<file path="src/dcache_pkg.sv">
`default_nettype none

package dcache_pkg;

	// geometry of the 4 KiB four-way cache
	localparam int WORD_PER_LINE = 8;
	localparam int SET_ASSOC = 4;
	localparam int CACHE_SIZE = 4096;
	localparam int LINE_WORD_OFFSET = $clog2(WORD_PER_LINE);
	localparam int LINE_BYTE_OFFSET = LINE_WORD_OFFSET + 2;
	localparam int SET_NUM = CACHE_SIZE / (WORD_PER_LINE * 4 * SET_ASSOC);
	localparam int INDEX_WIDTH = $clog2(SET_NUM);
	localparam int TAG_WIDTH = 32 - INDEX_WIDTH - LINE_BYTE_OFFSET;
	localparam int LRU_WIDTH = SET_ASSOC - 1;
	localparam int WAY_WIDTH = $clog2(SET_ASSOC);

	typedef logic [31:0] word_t;
	typedef word_t [WORD_PER_LINE-1:0] line_t;
	typedef logic [INDEX_WIDTH-1:0] index_t;
	typedef logic [LINE_WORD_OFFSET-1:0] offset_t;
	typedef logic [WAY_WIDTH-1:0] way_t;
	typedef logic [LRU_WIDTH-1:0] lru_t;

	typedef struct packed {
		logic valid;
		logic [TAG_WIDTH-1:0] tag;
	} tag_entry_t;

	// be of zero marks a load
	typedef struct packed {
		word_t addr;
		logic [3:0] be;
		word_t wdata;
	} cache_req_t;

	typedef struct packed {
		word_t addr;
		line_t line;
	} mem_write_req_t;

	function automatic index_t addr_index(input word_t addr);
		return addr[LINE_BYTE_OFFSET +: INDEX_WIDTH];
	endfunction

	function automatic logic [TAG_WIDTH-1:0] addr_tag(input word_t addr);
		return addr[31 -: TAG_WIDTH];
	endfunction

	function automatic offset_t addr_offset(input word_t addr);
		return addr[2 +: LINE_WORD_OFFSET];
	endfunction

	function automatic word_t byte_merge(input word_t old_word, input word_t new_word,
			input logic [3:0] be);
		word_t merged;
		merged = old_word;
		for (int b = 0; b < 4; b++) begin
			if (be[b]) begin
				merged[8*b +: 8] = new_word[8*b +: 8];
			end
		end
		return merged;
	endfunction

	// bit 1 is the root, bit 0 picks within ways 0/1, bit 2 within ways 2/3
	function automatic way_t plru_victim(input lru_t bits);
		if (bits[1]) begin
			return bits[0] ? way_t'(0) : way_t'(1);
		end
		return bits[2] ? way_t'(2) : way_t'(3);
	endfunction

	// both levels end up pointing at the other half
	function automatic lru_t plru_touch(input lru_t bits, input way_t way);
		lru_t upd;
		upd = bits;
		upd[1] = way[1];
		if (way[1]) begin
			upd[2] = way[0];
		end else begin
			upd[0] = way[0];
		end
		return upd;
	endfunction

endpackage

`default_nettype wire

</file>
<file path="src/sync_ram.sv">
`default_nettype none

module sync_ram #(
	parameter int DEPTH = dcache_pkg::SET_NUM,
	parameter type entry_t = logic [31:0]
) (
	input wire logic i_clk,
	input wire logic i_wen,
	input wire dcache_pkg::index_t i_waddr,
	input wire entry_t i_wdata,
	input wire dcache_pkg::index_t i_raddr,
	output entry_t o_rdata
);

	entry_t r_mem [DEPTH];

	always_ff @(posedge i_clk) begin
		if (i_wen) begin
			r_mem[i_waddr] <= i_wdata;
		end
		// same-address write gives the old entry here
		o_rdata <= r_mem[i_raddr];
	end

endmodule

`default_nettype wire

</file>
<file path="config.mk">
export PLATFORM = sky130hd
export DESIGN_NAME = sync_ram
export DESIGN_NICKNAME = d
export VERILOG_FILES = /design/src/dcache_pkg.sv /design/src/sync_ram.sv
export SDC_FILE = /design/constraint.sdc
export NUM_CORES = 1
export LEC_CHECK = 0
export BUFFER_PORTS_ARGS = -buffer_cell sky130_fd_sc_hd__buf_2
export CORE_UTILIZATION = 60
export CTS_BUF_LIST = sky130_fd_sc_hd__clkbuf_4 sky130_fd_sc_hd__clkbuf_8
export DETAILED_ROUTE_END_ITERATION = 7
export PLACE_DENSITY = 0.83
export SLEW_MARGIN = 0
export SYNTH_ARGS = -nofsm -noshare
export SYNTH_HDL_FRONTEND = slang
export SYNTH_SLANG_ARGS = --single-unit
</file>
<file path="constraint.sdc">
create_clock -name i_clk -period 5.3 [get_ports i_clk]
set_clock_uncertainty 0.05 [all_clocks]
set_input_delay 1.06 -clock i_clk [delete_from_list [all_inputs] [get_ports i_clk]]
set_output_delay 1.06 -clock i_clk [all_outputs]
set_load 0.02 [all_outputs]
</file>
==> impl_results.md <==
- Crit Path Category: input pin to register
- Routed WL per cell: 28.1 um
- Top cell type's share of synthesized area: 76.0%
- RePlAce Congestion: 0.870
- Mapped cell area: 40500 um^2
- Fin area: 45000 um^2
- Post-placement cell area: 41800 um^2
- CTS root buf: clkbuf_8
- Largest family of logic cells by synthesized area: multiplexers
- Synth Area in Adders: 0%
- Worst Setup End Kind: register
- TritonRoute pass-1 iters: 6
- DIE AREA: 68500 um^2
- WP data required: 5910 ps
- Status: finished clean
- Initial antenna violation count: 6
- Floorplan Core Area: 66200 um^2
- Pwr Density: 374 nW/um^2
- Final nets: 2437
- Initial Utilization: 61.1%
- Period utilisation layout: 54.5%
- Routed wire length: 95100 um
- Post-DR vias/cell: 6.49
- Final hold vios: 0
- Most common cell in the synthesized netlist: edfxtp_1
- LEAKAGE: 15.7 nW
- Syn nets: 2304
- Seq pwr share: 55.5%
- Worst-path fanout max: 66
- Gr usage total: 28.0%
- Via count: 22000
- Internal power: 13.1 mW
- Number of flops mapped to enable cells by yosys: 1024
- Critical-path cell list: buf_2 -> and2_4 -> buf_4 -> a22o_1 -> nor3_1 -> a31oi_1 -> nand3_1
- Simple-Gate Fraction of Synth Area: 3.10%
- Slew Limit Fails: 0
- Mean Syn Cell Area: 17.9 um^2
- Post-synthesis compound-gate area fraction: 4.85%
- Worst slew margin: 7.31%
- Max H-tree Level: 4
- CTS Buf Count: 156
- Total Power: 16.8 mW
- Max_cap viols: 0
- Ys flop type: edfxtp_1
- Worst path slowest cell: and2_4
- Min-Delay Path Class: register to register
- Yosys Warn Count: 0
- Post-Synthesis Cells: 2260
- Die Ht: 262 um
- Die Wd: 262 um
- Worst path max stage delay: 810 ps
- Fmax achieved: 346 MHz
- GRT overflow: 0
- P&R area growth vs syn: 11.0%
- Vias in the first global route: 22099
- Fin Setup TNS: 0 ps
- Clock Sinks: 1056
- First-pass GRT wire length: 138000 um
- Initial DRC count: 2631
- Largest net degree at the start of global routing: 73
- NetSw: 3.70 mW
- Antenna Violating Nets Remaining: 0
- TritonCTS clock tree: built
- Layout cell share with drive strength beyond 1: 15.9%
- Multiplexer area fraction after synthesis: 12.7%
- Area leader, netlist: edfxtp_1
- Number of buffers added on ports: 75
- # IOs: 76
- Gate power share: 5.5%
- Worst-path clk slew: 60 ps
- Sw Ratio: 22.0%
- Worst slew pin tran: 1390 ps
- Hpwl dp: 53600 um
- PostCTS Resize Cnt: 0
- # hold bufs at CTS: 0
- Maximum vdd ir drop: 0.000262 V
- Minimum clock period: 2890 ps
- Synthesized flop and latch total: 1056
- RSZ-0062 raised after global routing: no
- XOR/XNOR share of the synthesized area: 0%
- Synth top cells by count: edfxtp_1 (1024), mux2i_1 (512), nand2_1 (98), nand3_1 (98)
- WHS: 553 ps
- WP data arrival: 3500 ps
- CP Launch Type: input pin
- Ys async rst share: 0%
- Drt drc: 0
- Row Count: 94
- Post-CTS setup buffers: 0
- Clk_lat worst skew: 810 ps
- Max clock buf depth: 3
- Finish-stage setup viols: 0
- Sequential-to-total area share from yosys stat: 77.5%
- Yosys cell types: 25
- Clock share of power: 39.0%
- Top post-synthesis cells by area: edfxtp_1 (76%), mux2i_1 (13%), a22oi_1 (1.8%)
-- power groups by stage --
stage | clock [mW] | sequential (mW) | combinational, mW
5_1_grt | 6.95 | 9.34 | 0.960
3_3_place_gp | 0 | 9.50 | 0.869
2_1_floorplan | 0 | 9.53 | 0.480
6_report | 6.56 | 9.34 | 0.916
3_5_place_dp | 0 | 9.51 | 0.901
4_1_cts | 6.60 | 9.33 | 0.906
-- placed cells by master, fill, tap and decap left out, drive strengths merged, types with 5 or more instances in the layout --
cell and n:
nand3b 5, a22oi 96, nor2 34, a21oi 96, clkinv 43, a31oi 32, mux2i 512, clkbuf 238
nor3 32, nand2 98, nand3 98, buf 102, edfxtp 1024, dfxtp 32, a22o 64
-- routing by layer --
layer	vias up	part of all wire, %	GRT usage [%]
met5	-	0.057	0
met2	1447	48	44.4
met3	183	11	6.56
met1	11093	38	38.5
li1	9269	-	-
met4	8	2.2	9.29
-- flip-flops by register name (all words and copies together), names as in the netlist --
signal	flops
o_rdata	32
r_mem	1024
-- area by class of cell --
class                           count  area, um^2
Clock inverter                     50         255
Antenna cell                        2        5.00
Tap cell                          864        1080
Multi-Input combinational cell   1077        8610
Timing Repair Buffer              102         701
Clock buffer                      238        2910
Fill cell                        3987       21300
Sequential cell                  1056       31400
-- logic make-up after synthesis --
group | count (synthesis)
multiplexers | 512
AND/OR/NAND/NOR | 277
flip-flops | 1056
AO/OA/AOI/OAI | 288
buffers and inverters | 127
-- metrics by stage --
stage / utilization, % / setup WS, ps / instances
global placement: 63.1 / 1730 / 3099
CTS: 67.9 / 2520 / 3387
finish: 67.9 / 2410 / 3389
global route: 67.9 / 2430 / 3389
detailed placement: 63.1 / 1650 / 3099
floorplan: - / 1760 / 2260
-- path summary, 6_finish.rpt --
check | slack (ps) | endpoint | cells past startpoint | from
setup / recovery | 2410 | o_rdata[11] | 7 | i_raddr[1]
hold / removal | 550 | o_rdata[19] | 4 | r_mem[27][19]
setup reg to reg | 3520 | o_rdata[8] | 5 | r_mem[7][8]
hold reg to reg | 550 | o_rdata[19] | 4 | r_mem[27][19]
-- critical path, delay by kind of cell --
kind                   cells  cell delay, ps
buffers and inverters      2             660
and+or+nand+nor            3            1020
AOI/OAI and AO/OA          2             720
No activity file was read; power rests on OpenSTA's default activity.
