**config.mk**
```make
export PLATFORM = sky130hd
export DESIGN_NAME = refill_buffer
export DESIGN_NICKNAME = d
export VERILOG_FILES = /design/src/dcache_pkg.sv /design/src/refill_buffer.sv
export SDC_FILE = /design/constraint.sdc
export NUM_CORES = 1
export LEC_CHECK = 0
export ABC_CLOCK_PERIOD_IN_PS = 10100
export BUFFER_PORTS_ARGS = -buffer_cell sky130_fd_sc_hd__buf_4
export CAP_MARGIN = 10
export CORE_AREA = 2 2 145 147
export CTS_CLUSTER_SIZE = 10
export DETAILED_ROUTE_END_ITERATION = 7
export DIE_AREA = 0 0 147 149
export HOLD_SLACK_MARGIN = 0.06
export PLACE_DENSITY = 0.74
export SLEW_MARGIN = 30
export SYNTH_ARGS = -nofsm -noshare
export SYNTH_HDL_FRONTEND = slang
export SYNTH_SLANG_ARGS = --single-unit
```
**constraint.sdc**
```tcl
create_clock -name i_clk -period 10.1 [get_ports i_clk]
set_input_delay 0.505 -clock i_clk [delete_from_list [all_inputs] [get_ports i_clk]]
set_output_delay 0.505 -clock i_clk [all_outputs]
set_load 0.1 [all_outputs]
```
**src/dcache_pkg.sv**
```systemverilog
`default_nettype none

package dcache_pkg;

	// geometry of the 4 KiB four-way cache
	localparam int WORD_PER_LINE = 8;
	localparam int SET_ASSOC = 4;
	localparam int CACHE_SIZE = 4096;
	localparam int LINE_WORD_OFFSET = $clog2(WORD_PER_LINE);
	localparam int LINE_BYTE_OFFSET = LINE_WORD_OFFSET + 2;
	localparam int SET_NUM = CACHE_SIZE / (WORD_PER_LINE * 4 * SET_ASSOC);
	localparam int INDEX_WIDTH = $clog2(SET_NUM);
	localparam int TAG_WIDTH = 32 - INDEX_WIDTH - LINE_BYTE_OFFSET;
	localparam int LRU_WIDTH = SET_ASSOC - 1;
	localparam int WAY_WIDTH = $clog2(SET_ASSOC);

	typedef logic [31:0] word_t;
	typedef word_t [WORD_PER_LINE-1:0] line_t;
	typedef logic [INDEX_WIDTH-1:0] index_t;
	typedef logic [LINE_WORD_OFFSET-1:0] offset_t;
	typedef logic [WAY_WIDTH-1:0] way_t;
	typedef logic [LRU_WIDTH-1:0] lru_t;

	typedef struct packed {
		logic valid;
		logic [TAG_WIDTH-1:0] tag;
	} tag_entry_t;

	// be of zero marks a load
	typedef struct packed {
		word_t addr;
		logic [3:0] be;
		word_t wdata;
	} cache_req_t;

	typedef struct packed {
		word_t addr;
		line_t line;
	} mem_write_req_t;

	function automatic index_t addr_index(input word_t addr);
		return addr[LINE_BYTE_OFFSET +: INDEX_WIDTH];
	endfunction

	function automatic logic [TAG_WIDTH-1:0] addr_tag(input word_t addr);
		return addr[31 -: TAG_WIDTH];
	endfunction

	function automatic offset_t addr_offset(input word_t addr);
		return addr[2 +: LINE_WORD_OFFSET];
	endfunction

	function automatic word_t byte_merge(input word_t old_word, input word_t new_word,
			input logic [3:0] be);
		word_t merged;
		merged = old_word;
		for (int b = 0; b < 4; b++) begin
			if (be[b]) begin
				merged[8*b +: 8] = new_word[8*b +: 8];
			end
		end
		return merged;
	endfunction

	// bit 1 is the root, bit 0 picks within ways 0/1, bit 2 within ways 2/3
	function automatic way_t plru_victim(input lru_t bits);
		if (bits[1]) begin
			return bits[0] ? way_t'(0) : way_t'(1);
		end
		return bits[2] ? way_t'(2) : way_t'(3);
	endfunction

	// both levels end up pointing at the other half
	function automatic lru_t plru_touch(input lru_t bits, input way_t way);
		lru_t upd;
		upd = bits;
		upd[1] = way[1];
		if (way[1]) begin
			upd[2] = way[0];
		end else begin
			upd[0] = way[0];
		end
		return upd;
	endfunction

endpackage

`default_nettype wire

```
**src/refill_buffer.sv**
```systemverilog
`default_nettype none

module refill_buffer (
	input wire logic i_clk,
	input wire logic i_rst,
	input wire logic i_start,
	input wire dcache_pkg::offset_t i_start_offset,
	input wire dcache_pkg::offset_t i_target_offset,
	input wire logic [3:0] i_store_be,
	input wire dcache_pkg::word_t i_store_data,
	input wire logic i_mem_rvalid,
	input wire dcache_pkg::word_t i_mem_rdata,
	input wire logic i_mem_rlast,
	output dcache_pkg::line_t o_line,
	output logic o_word_hit,
	output dcache_pkg::word_t o_word,
	output logic o_done
);
	import dcache_pkg::*;

	// word position of the next beat
	offset_t r_cnt;
	logic r_active;
	logic r_done;
	line_t r_line;
	word_t w_beat;

	assign o_word_hit = i_mem_rvalid && (r_cnt == i_target_offset);
	// a load has no enabled bytes, so the beat passes unchanged
	assign o_word = byte_merge(i_mem_rdata, i_store_data, i_store_be);
	assign w_beat = o_word_hit ? o_word : i_mem_rdata;
	assign o_line = r_line;
	assign o_done = r_done;

	always_ff @(posedge i_clk) begin
		if (i_rst) begin
			r_cnt <= '0;
			r_active <= 1'b0;
			r_done <= 1'b0;
		end else begin
			r_done <= i_mem_rvalid && i_mem_rlast;
			if (i_start) begin
				r_cnt <= i_start_offset;
				r_active <= 1'b1;
			end else if (i_mem_rvalid) begin
				// wraps inside the line
				r_cnt <= r_cnt + 1'b1;
				if (i_mem_rlast) begin
					r_active <= 1'b0;
				end
			end
		end
	end

	always_ff @(posedge i_clk) begin
		if (i_mem_rvalid) begin
			r_line[r_cnt] <= w_beat;
		end
	end

	a_beat_after_start: assert property (@(posedge i_clk) disable iff (i_rst)
		i_mem_rvalid |-> r_active);

	// the last beat closes the wrap one word before the start
	a_full_burst: assert property (@(posedge i_clk) disable iff (i_rst)
		i_mem_rvalid && i_mem_rlast |-> offset_t'(r_cnt + 1'b1) == i_start_offset);

endmodule

`default_nettype wire

```
==> flow_metrics.py <==
metrics = {
    "power_and_ir_drop": {
        "power_per_cell_area_mw_per_mm2": 200.0,
        "p_leak_nw": 5.103,
        "ir_worst_vdd_mv": 0.1400,
    },
    "worst_hold_path": {
        "hold_depth": 2,
        "hold_path_class": "in2reg",
    },
    "clock_tree": {
        "cts-root-buf": "clkbuf_16",
        "ctsHoldBuffers": 0,
        "ctsResizeCount": 0,
        "cts_setup_buffers": 0,
        "clkLatencyLatePin_ns": 0.52,
        "cts_tree": "done",
        "clk_pin_slew_ns": 0.05,
        "htreeDepth": 1,
        "clock-sinks": 260,
        "cts_buffers": 30,
        "cts_buffer_depth": 3,
    },
    "die": {
        "dieArea_mm2": 0.02190,
        "placementRows": 53,
        "initial_core_util_pct": 43.18,
        "fp.dieH_um": 149,
        "io_pins": 369,
        "die_w_um": 147,
        "core_mm2": 0.02056,
    },
    "sta": {
        "setup-tns-final_ns": 0,
        "rsz0062_at_grt": "no",
        "setup_slack_ns": 7.178,
        "min_period_ns": 2.922,
        "skew_ns": 0.01206,
        "hold_viol_final": 0,
        "setup_viol": 0,
        "slew_headroom_pct": 58.12,
        "tightest_slew_ns": 0.6267,
        "fin_crit_sh_pct": 28.93,
        "slew_viol_final": 0,
        "fmax_ghz": 0.3423,
    },
    "setup_path": {
        "crit_arrival_ns": 2.42,
        "reg2regPathDepth": 4,
        "cp-startpoint": "r_cnt[0]",
        "rr_endpoint": "o_line[108]",
        "r2r_slack_ns": 7.91,
        "end_kind": "output port",
        "worst_setup_path_start_kind": "flop",
        "crit_required_ns": 9.60,
        "cp_max_fo": 18,
        "cp-endpoint": "o_word_hit",
        "crit-reg2reg-launch": "r_cnt[0]",
        "criticalPathCategory": "reg2out",
    },
    "grt": {
        "antenna_found_initial": 0,
        "grt_max_degree": 20,
        "grt_pass1_wl_um": 34400,
        "gr-usage-all-layers_pct": 21.50,
        "grt_pass1_vias": 5431,
        "gr-total-overflow": 0,
    },
    "drt": {
        "drtIter0Drc": 325,
        "avgViaCountPerCell": 4.997,
        "vias": 5227,
        "drt_drc_violations_left": 0,
        "routedWlPerCell_um": 23.75,
        "ant_nets": 0,
        "drtPass1Iterations": 5,
        "drt_wl_total_um": 24850,
    },
    "yosys": {
        "yosysTopAreaCellShare_pct": 86.60,
        "synth-edff-count": 256,
        "synth.distinct_cells": 19,
        "ys_ff_latch": 260,
        "yosys_warnings": 0,
        "syn_inst": 368,
        "avgSynthCellArea_um2": 24.12,
        "synth.area.top_cells": "edfxtp_1 87%, mux2_4 4.9%, mux2_2 4.6%",
        "async_flop_share_pct": 0,
        "ys_seq_area_share_pct": 87.50,
        "synthFlopType": "edfxtp_1",
        "netlist_area_mm2": 0.008877,
        "synth_top_area_cell": "edfxtp_1",
        "synth_nets": 448,
    },
    "finish": {
        "area_growth_pct": 45.19,
        "fin_cells": 1046,
        "n_antenna_cell": 0,
        "drive_above_1_share_pct": 63.29,
        "final_nets": 849,
    },
    "placement": {
        "hpwlAfterDp_um": 17500,
        "dp.cells": 1012,
        "globalplace.congestion": 0.8242,
        "place_ws_ns": 7.562,
        "portBuffers": 368,
    },
    "run_status": {
        "status": "complete, no violations",
    },
    "flow_run": {
        "cap_violations": 0,
    },
}
==> sequential cells by signal (all words and copies together), names as in the netlist <==
| register | count |
|---|---|
| o_line | 256 |
| o_done | 1 |
| r_cnt | 3 |
==> critical path, cell delays in order (launching register included) <==
cell and delay, ns:
dfxtp_1 0.54, xnor2_2 0.19, nand4_4 0.44, buf_12 0.36
inv_1 0.07, buf_4 0.28
==> area by class of cell <==
cell class / instances / area [µm²]
clock buffers: 32 / 779.5
clock inverters: 2 / 37.54
fillers: 1478 / 7669
inverters: 2 / 7.507
multi-input cells: 96 / 1095
flip-flops and latches: 260 / 7767
well taps: 275 / 344.1
repair buffers: 379 / 2858
==> logic make-up (layout without fill, tap and decap cells) <==
group                      count (synthesis)  in the layout  synth area share (%)
AOI/OAI and AO/OA                          3              3                0.1974
DFF                                      260            260                 87.50
buffers and inverters                     12            415                0.7893
adders and majority gates                  1              1                0.1409
xor gates and xnor gates                   5              5                0.6625
and+or+nand+nor                           22             22                 1.240
muxes                                     65             65                 9.471
==> placed cells by master (no fill, tap or decap) <==
cell type     n
clkbuf_1      1
dfxtp_1       4
mux2_2       36
clkbuf_16    31
xnor2_1       1
ha_1          1
inv_1         2
nand2b_1      3
buf_12        1
nor2_1        2
edfxtp_1    256
nand2_1       8
a21oi_1       2
nor2_4        6
nand4_4       1
clkinvlp_4    1
mux2_4       29
xor2_1        2
buf_4       378
xnor2_2       2
nor3_2        2
bufinv_16     1
a211oi_1      1
==> routing by layer <==
metal / share of wire (%) / GRT usage, %
met2: 53 / 38.50
met3: 8.2 / 4.954
met4: 1.8 / 5.865
met1: 37 / 26.47
met5: 0 / 0
==> through the flow <==
stage / utilization (%) / hold slack [ns] / cell area, µm² / power, W
6_report: 62.70 / 0.1660 / 12890 / 0.002578
5_1_grt: 62.70 / 0.1497 / 12890 / 0.002644
4_1_cts: 62.70 / 0.1403 / 12890 / 0.002596
3_5_place_dp: 58.72 / 0.7015 / 12070 / 0.001674
3_3_place_gp: 58.62 / 0.6945 / 12050 / 0.001667
2_1_floorplan: - / 0.5741 / 8877 / 0.001566
==> cell usage after synthesis, types with 2 or more instances <==
library cell	n
nor2_1	8
xnor2_2	2
clkbuf_1	5
a21oi_1	2
nand2_1	8
buf_6	3
dfxtp_1	4
nand2b_1	3
inv_1	2
mux2_2	36
xor2_1	2
mux2_4	29
nor3_1	2
edfxtp_1	256
buf_2	2
==> power breakdown <==
part	internal, W	switching [W]
Clock	0.000561	0.000365
Combinational	0.0000919	0.000322
Sequential	0.00123	0.0000118
Total	0.00188	0.000698
==> worst min-delay path by stage <==
stage | start | endpoint | slack (ns)
floorplan | i_rst | r_cnt[0] | 0.57
global placement | i_rst | r_cnt[1] | 0.69
detailed placement | i_rst | o_done | 0.70
CTS | i_rst | o_done | 0.14
global route | i_rst | r_cnt[1] | 0.15
finish | i_rst | o_done | 0.17
(Power assumes the default switching activity.)
