===== src/dcache_pkg.sv =====
`default_nettype none

package dcache_pkg;

	// geometry of the 4 KiB four-way cache
	localparam int WORD_PER_LINE = 8;
	localparam int SET_ASSOC = 4;
	localparam int CACHE_SIZE = 4096;
	localparam int LINE_WORD_OFFSET = $clog2(WORD_PER_LINE);
	localparam int LINE_BYTE_OFFSET = LINE_WORD_OFFSET + 2;
	localparam int SET_NUM = CACHE_SIZE / (WORD_PER_LINE * 4 * SET_ASSOC);
	localparam int INDEX_WIDTH = $clog2(SET_NUM);
	localparam int TAG_WIDTH = 32 - INDEX_WIDTH - LINE_BYTE_OFFSET;
	localparam int LRU_WIDTH = SET_ASSOC - 1;
	localparam int WAY_WIDTH = $clog2(SET_ASSOC);

	typedef logic [31:0] word_t;
	typedef word_t [WORD_PER_LINE-1:0] line_t;
	typedef logic [INDEX_WIDTH-1:0] index_t;
	typedef logic [LINE_WORD_OFFSET-1:0] offset_t;
	typedef logic [WAY_WIDTH-1:0] way_t;
	typedef logic [LRU_WIDTH-1:0] lru_t;

	typedef struct packed {
		logic valid;
		logic [TAG_WIDTH-1:0] tag;
	} tag_entry_t;

	// be of zero marks a load
	typedef struct packed {
		word_t addr;
		logic [3:0] be;
		word_t wdata;
	} cache_req_t;

	typedef struct packed {
		word_t addr;
		line_t line;
	} mem_write_req_t;

	function automatic index_t addr_index(input word_t addr);
		return addr[LINE_BYTE_OFFSET +: INDEX_WIDTH];
	endfunction

	function automatic logic [TAG_WIDTH-1:0] addr_tag(input word_t addr);
		return addr[31 -: TAG_WIDTH];
	endfunction

	function automatic offset_t addr_offset(input word_t addr);
		return addr[2 +: LINE_WORD_OFFSET];
	endfunction

	function automatic word_t byte_merge(input word_t old_word, input word_t new_word,
			input logic [3:0] be);
		word_t merged;
		merged = old_word;
		for (int b = 0; b < 4; b++) begin
			if (be[b]) begin
				merged[8*b +: 8] = new_word[8*b +: 8];
			end
		end
		return merged;
	endfunction

	// bit 1 is the root, bit 0 picks within ways 0/1, bit 2 within ways 2/3
	function automatic way_t plru_victim(input lru_t bits);
		if (bits[1]) begin
			return bits[0] ? way_t'(0) : way_t'(1);
		end
		return bits[2] ? way_t'(2) : way_t'(3);
	endfunction

	// both levels end up pointing at the other half
	function automatic lru_t plru_touch(input lru_t bits, input way_t way);
		lru_t upd;
		upd = bits;
		upd[1] = way[1];
		if (way[1]) begin
			upd[2] = way[0];
		end else begin
			upd[0] = way[0];
		end
		return upd;
	endfunction

endpackage

`default_nettype wire


===== src/plru_table.sv =====
`default_nettype none

module plru_table (
	input wire logic i_clk,
	input wire logic i_rst,
	input wire dcache_pkg::index_t i_index,
	input wire logic i_touch,
	input wire dcache_pkg::way_t i_touch_way,
	output dcache_pkg::way_t o_victim
);
	import dcache_pkg::*;

	// one tree per set
	lru_t r_bits [SET_NUM];

	assign o_victim = plru_victim(r_bits[i_index]);

	always_ff @(posedge i_clk) begin
		if (i_rst) begin
			for (int s = 0; s < SET_NUM; s++) begin
				r_bits[s] <= '0;
			end
		end else if (i_touch) begin
			r_bits[i_index] <= plru_touch(r_bits[i_index], i_touch_way);
		end
	end

	// a touched way is never the next victim of its set
	a_touch_away: assert property (@(posedge i_clk) disable iff (i_rst)
		i_touch |=> plru_victim(r_bits[$past(i_index)]) != $past(i_touch_way));

endmodule

`default_nettype wire


===== config.mk =====
export PLATFORM = sky130hd
export DESIGN_NAME = plru_table
export DESIGN_NICKNAME = d
export VERILOG_FILES = /design/src/dcache_pkg.sv /design/src/plru_table.sv
export SDC_FILE = /design/constraint.sdc
export NUM_CORES = 1
export LEC_CHECK = 0
export BUFFER_PORTS_ARGS = -buffer_cell sky130_fd_sc_hd__buf_2
export CORE_MARGIN = 1.5
export CORE_UTILIZATION = 40
export DETAILED_ROUTE_END_ITERATION = 10
export PLACE_DENSITY_LB_ADDON = 0.15
export SYNTH_ARGS = -nofsm -noshare
export SYNTH_HDL_FRONTEND = slang
export SYNTH_SLANG_ARGS = --single-unit

===== constraint.sdc =====
create_clock -name i_clk -period 3.5 [get_ports i_clk]
set_clock_uncertainty 0.2 [all_clocks]
set_input_delay 0.175 -clock i_clk [delete_from_list [all_inputs] [get_ports i_clk]]
set_output_delay 0.175 -clock i_clk [all_outputs]
set_load 0.05 [all_outputs]

==> metrics.cfg, run 1 <==
[status]
status = finished clean

[global_route]
track_usage_pct = 19.04
antenna_found_initial = 0
globalRoute.totalOverflow = 0
grt_max_degree = 35
grt_pass1_vias = 3211
grt_pass1_wl_um = 18590

[layout]
multi_input_area_sq_um = 2076
area_growth_pct = 10.51
final_cells = 585
reg_top3 = r_bits: 96 flops
seqCellArea_sq_um = 2883
fill_cells = 1204
antenna_cells = 0
drive_gt1_share_pct = 26.88
final_cell_mix = edfxtp_1, nor3_2, nor2_1
nets = 418
mostFrequentLayoutCell = edfxtp_1
largest_register_ffs = 96
fin_area_sq_um = 5712
largest_register = r_bits

[synth]
yosysUniqueCellTypes = 29
syn_nets = 420
syn-cell-area_sq_um = 5169
avgSynthCellArea_sq_um = 12.61
yosysWarningCount = 0
synthCells = 410
synth-seq-cells = 96
ys_seq_area_share_pct = 55.77

[cts]
htreeDepth = 3
cts_tree = yes
cts-hold-fix-buffers = 0
worstSkewPairLatency_ns = 0.35
cts.repair.resized = 0
cts_buffer_depth = 2
cts.clk_slew.worst_paths_ns = 0.06
root_buffer = clkbuf_16
cts_buffers = 9
cts_sinks = 96
post_cts_buffers = 0

[timing]
max_freq_ghz = 0.3866
setup-tns-final_ns = 0
max_slew_margin_pct = 43.47
fin_hold_ws_ns = 0.1820
setup_violations = 0
fin_ws_ns = 0.9132
tightest_slew_ns = 0.8442
maxSlewViolCount = 0
final.min_clock_period_ns = 2.587
hold_viol_final = 0
finalCritPeriodShare_pct = 73.91
rsz0062_at_grt = no

[min_path]
worstHoldEndpoint = r_bits[23][0]
min-delay-path-class = in -> reg
whs_path_depth = 3
min_from = i_touch_way[1]

[placed_design]
portBuffers = 11
gp_congestion = 0.7800
place_area_sq_um = 5353
dp_cells = 569
place_hpwl_um = 8009
pre_cts_slack_ns = 0.8198

[pwr]
p_leak_nw = 1.926
powerDensity_nw_per_um2 = 489.7
vdd_drop_max_v = 0.0002667

[floorplan]
std_cell_rows = 41
die_h_um = 116.7
pin_count = 12
die_x_um = 116.7
core_area_sq_um = 12620
dieArea_sq_um = 13610
initial_core_util_pct = 40.96

[route]
wl_um = 11890
ant_nets = 0
drt_pass1_iterations = 5
wl_per_cell_um = 20.32
routed_via_density = 5.480
drt-initial-drc-count = 278
vias = 3206
drc_errors = 0

[critical_path]
rr_endpoint = r_bits[1][2]
path_max_fanout = 24
start_kind = primary input
slowest_stage = or4bb_1
r2r_start = r_bits[15][2]
r2r_cells = 6
path_common_cell = buf_2
crit_required_ns = 3.12
endpoint_kind = output pin
worstPathCellList = buf_2, or4bb_1, o22ai_1, nor4_1, nand2_1, mux2i_1, buf_2
cp.arrival_ns = 2.21
regToRegSetupSlack_ns = 1.11
worstSetupPathType = in -> out
crit_path_max_incr_delay_ns = 0.59

[job]
drv_cap = 0

power breakdown:
part	total (W)	switching [W]	internal [W]
registers	0.00132	0.0000140	0.00131
logic	0.000285	0.000198	0.0000866
clock network	0.00119	0.000423	0.000765
cell usage after synthesis, drive strengths merged:
cell type	number	share of area, %
or4	1	0.15
or4bb	3	0.65
mux2i	33	6.4
o22ai	24	2.9
nand2b	33	4.0
and3b	2	0.34
nor2b	1	0.12
nor3	66	12
and3	4	0.48
buf	20	3.2
nor4	6	0.73
nor3b	3	0.53
edfxtp	96	56
nand4b	4	0.68
nor2	37	2.7
clkbuf	15	1.1
clkinv	1	0.073
nand3	4	0.39
nand4	1	0.12
nand2	33	2.4
or4b	4	0.92
mux2	16	3.5
nand4bb	3	0.65
worst max path at each step:
stage                             from      endpoint  cells after the start
after floorplan             i_index[1]   o_victim[0]                      8
after global placement      i_index[1]  r_bits[1][2]                      8
after detailed placement    i_index[1]  r_bits[1][2]                      8
after CTS                   i_index[3]   o_victim[0]                      7
after global routing      r_bits[6][0]   o_victim[0]                      6
final                       i_index[3]   o_victim[0]                      7
metal layers:
| layer | vias to the layer above | global-route usage [%] | share of wire, % |
|---|---|---|---|
| met4 | 0 | 5.703 | 1.2 |
| met3 | 10 | 4.048 | 4.8 |
| met5 | - | 0 | 0 |
| li1 | 1539 | - | - |
| met2 | 70 | 29.69 | 47 |
| met1 | 1587 | 26.86 | 47 |
layout make-up:
cell class,count,area share [%]
multi-input combinational,278,36.34
timing repair buffer,22,3.067
inverter,1,0.06572
clock inverter,7,2.344
clock buffer,9,3.943
sequential,96,50.47
tap,172,3.768
kinds of logic after synthesis:
family / after synthesis / synth area share [%]
buffers and inverters: 36 / 4.406
DFF: 96 / 55.77
muxes: 49 / 9.877
and+or+nand+nor: 205 / 27.04
AOI/OAI and AO/OA: 24 / 2.905
metrics by stage:
| step | power [W] | util, % |
|---|---|---|
| 6_report | 0.002797 | 45.26 |
| 5_1_grt | 0.002885 | 45.26 |
| 4_1_cts | 0.002819 | 45.26 |
| 3_5_place_dp | 0.001637 | 42.42 |
| 3_3_place_gp | 0.001634 | 42.42 |
| 2_1_floorplan | 0.001559 | - |
worst max-delay path: cells and delay by family:
family,cells,cell delay (ns)
multiplexers,1,0.29
AO/OA/AOI/OAI,1,0.25
AND/OR/NAND/NOR,3,0.82
buffers and inverters,2,0.67
Note: power is estimated with default switching activity, not from simulation.
==> run 2, diff against run 1 <==
- ABC_AREA: not set -> 1
- clock period: 3.5 -> 2.7 ns (I/O delays scaled with it)
==> metrics.cfg, run 2 <==
[pwr]
p_leak_nw = 2.352
powerDensity_nw_per_um2 = 629.5
vdd_drop_max_v = 0.0003256

[layout]
largest_register_ffs = 96
fin_area_sq_um = 5468
area_growth_pct = 12.11
drive_gt1_share_pct = 14.86
reg_top3 = r_bits: 96 flops
final_cell_mix = nand2_1, nor2_1, edfxtp_1
mostFrequentLayoutCell = nand2_1
nets = 597
largest_register = r_bits
final_cells = 739
antenna_cells = 0

[cts]
htreeDepth = 3
cts.clk_slew.worst_paths_ns = 0.07
cts_buffers = 9
post_cts_buffers = 0
cts-hold-fix-buffers = 0
root_buffer = clkbuf_16
cts_buffer_depth = 2
cts.repair.resized = 0
cts_tree = yes
worstSkewPairLatency_ns = 0.35
cts_sinks = 96

[synth]
yosysUniqueCellTypes = 20
yosys_most_used_dff = edfxtp_1
synth-xor-area-share_pct = 0
avgSynthCellArea_sq_um = 8.587
synth_async_sr_flop_share_pct = 0
yosys.area.top_type_share_pct = 59.11
yosysWarningCount = 0
ys_seq_area_share_pct = 59.11
synth_top_family_by_area = simple AND/OR/NAND/NOR gates
synth.area.top_cells = edfxtp_1, nand2_1, nor2_1
synthMuxAreaShare_pct = 0
syn-cell-area_sq_um = 4877
synthCells = 568
synth_compound_area_share_pct = 0.2052
synth-seq-cells = 96
synthAdderAreaFrac_pct = 0
yosys.area_share.simple_pct = 36.38
syn_nets = 578
synth_edf_count = 96
synth_top_cell_by_area = edfxtp_1
ys_top_cells_by_count = nand2_1, nor2_1, edfxtp_1
synthMostInstantiatedCell = nand2_1

[floorplan]
initial_core_util_pct = 40.77
std_cell_rows = 40
dieArea_sq_um = 12860
die_x_um = 113.4
pin_count = 12
die_h_um = 113.4
core_area_sq_um = 11960

[critical_path]
regToRegSetupSlack_ns = 0.68
cp.arrival_ns = 1.95
start_kind = primary input
worstSetupPathType = in -> out
crit_required_ns = 2.37
path_max_fanout = 38
endpoint_kind = output pin

[placed_design]
place_hpwl_um = 7762
dp_cells = 723
gp_congestion = 0.8197
portBuffers = 11
place_area_sq_um = 5149

[global_route]
globalRouteMet1Util_pct = 26.15
track_usage_pct = 19.88
grt_pass1_vias = 3567
grt_max_degree = 39
grtUsageMet3_pct = 4.304
grt.busiest_layer = met2
antenna_found_initial = 0
grt_pass1_wl_um = 18840
grt_use_met2_pct = 32.97
globalRoute.totalOverflow = 0

[route]
drc_errors = 0
routed_via_density = 4.930
drt_pass1_iterations = 5
ant_nets = 0
drt-initial-drc-count = 354
wl_per_cell_um = 15.70
wl_um = 11600
vias = 3643

[min_path]
min-delay-path-class = in -> reg

[timing]
rsz0062_at_grt = no
hold_viol_final = 0
setup_violations = 0
maxSlewViolCount = 0
tightest_slew_ns = 0.6262
final.min_clock_period_ns = 2.287
finalCritPeriodShare_pct = 84.72
max_freq_ghz = 0.4372
max_slew_margin_pct = 58.00
setup-tns-final_ns = 0

[status]
status = finished clean

[job]
drv_cap = 0

## run 2: logic make-up (layout without fill, tap and decap cells)
logic type | Yosys count | in the layout
flops | 96 | 96
simple gates | 430 | 430
buf+inv | 40 | 64
compound gates | 2 | 2
## run 2: cell type report
class / instances / area (sq um)
clock inverter: 7 / 93.84
tap: 147 / 183.9
sequential: 96 / 2883
clock buffer: 9 / 225.2
fill: 1174 / 6494
timing repair buffer: 32 / 237.7
inverter: 16 / 60.06
multi-input combinational: 432 / 1784
## run 2: metrics by stage
step	hold slack [ns]	setup WS (ns)	power [W]	util, %
after floorplan	0.2434	0.5425	0.001996	-
after global placement	0.5524	0.3394	0.002103	43.04
after detailed placement	0.5686	0.3854	0.002105	43.04
after CTS	0.1895	0.3812	0.003473	45.71
after global routing	0.2198	0.1980	0.003584	45.71
final	0.2078	0.4126	0.003442	45.71
## run 2: report_power, final
group	switching [W]	total (W)	leakage (nW)	internal [W]
registers	0.0000194	0.00172	0.967	0.00170
logic	0.000261	0.000351	1.23	0.0000891
clock network	0.000561	0.00137	0.154	0.000813
## run 2: final timing paths
check,endpoint,startpoint,cells after the start
min,r_bits[14][1],i_index[4],4
max reg2reg,r_bits[2][2],r_bits[10][2],11
min reg2reg,r_bits[23][2],r_bits[22][2],9
max,o_victim[0],i_index[0],14
## run 2: worst max-delay path: stages
cell	delay (ns)
buf_2	0.12
inv_1	0.09
buf_12	0.22
nand2_1	0.30
nor2_1	0.20
nor2_1	0.06
nand2_1	0.06
nand2_1	0.04
nand2_1	0.13
nor2_1	0.06
nand2_1	0.11
nand2_1	0.06
nand2_1	0.09
buf_2	0.27
## run 2: metal layers
metal	vias to the layer above	part of all wire (%)
met4	0	1.4
met3	14	3.4
li1	1842	-
met5	-	0
met2	59	48
met1	1728	47
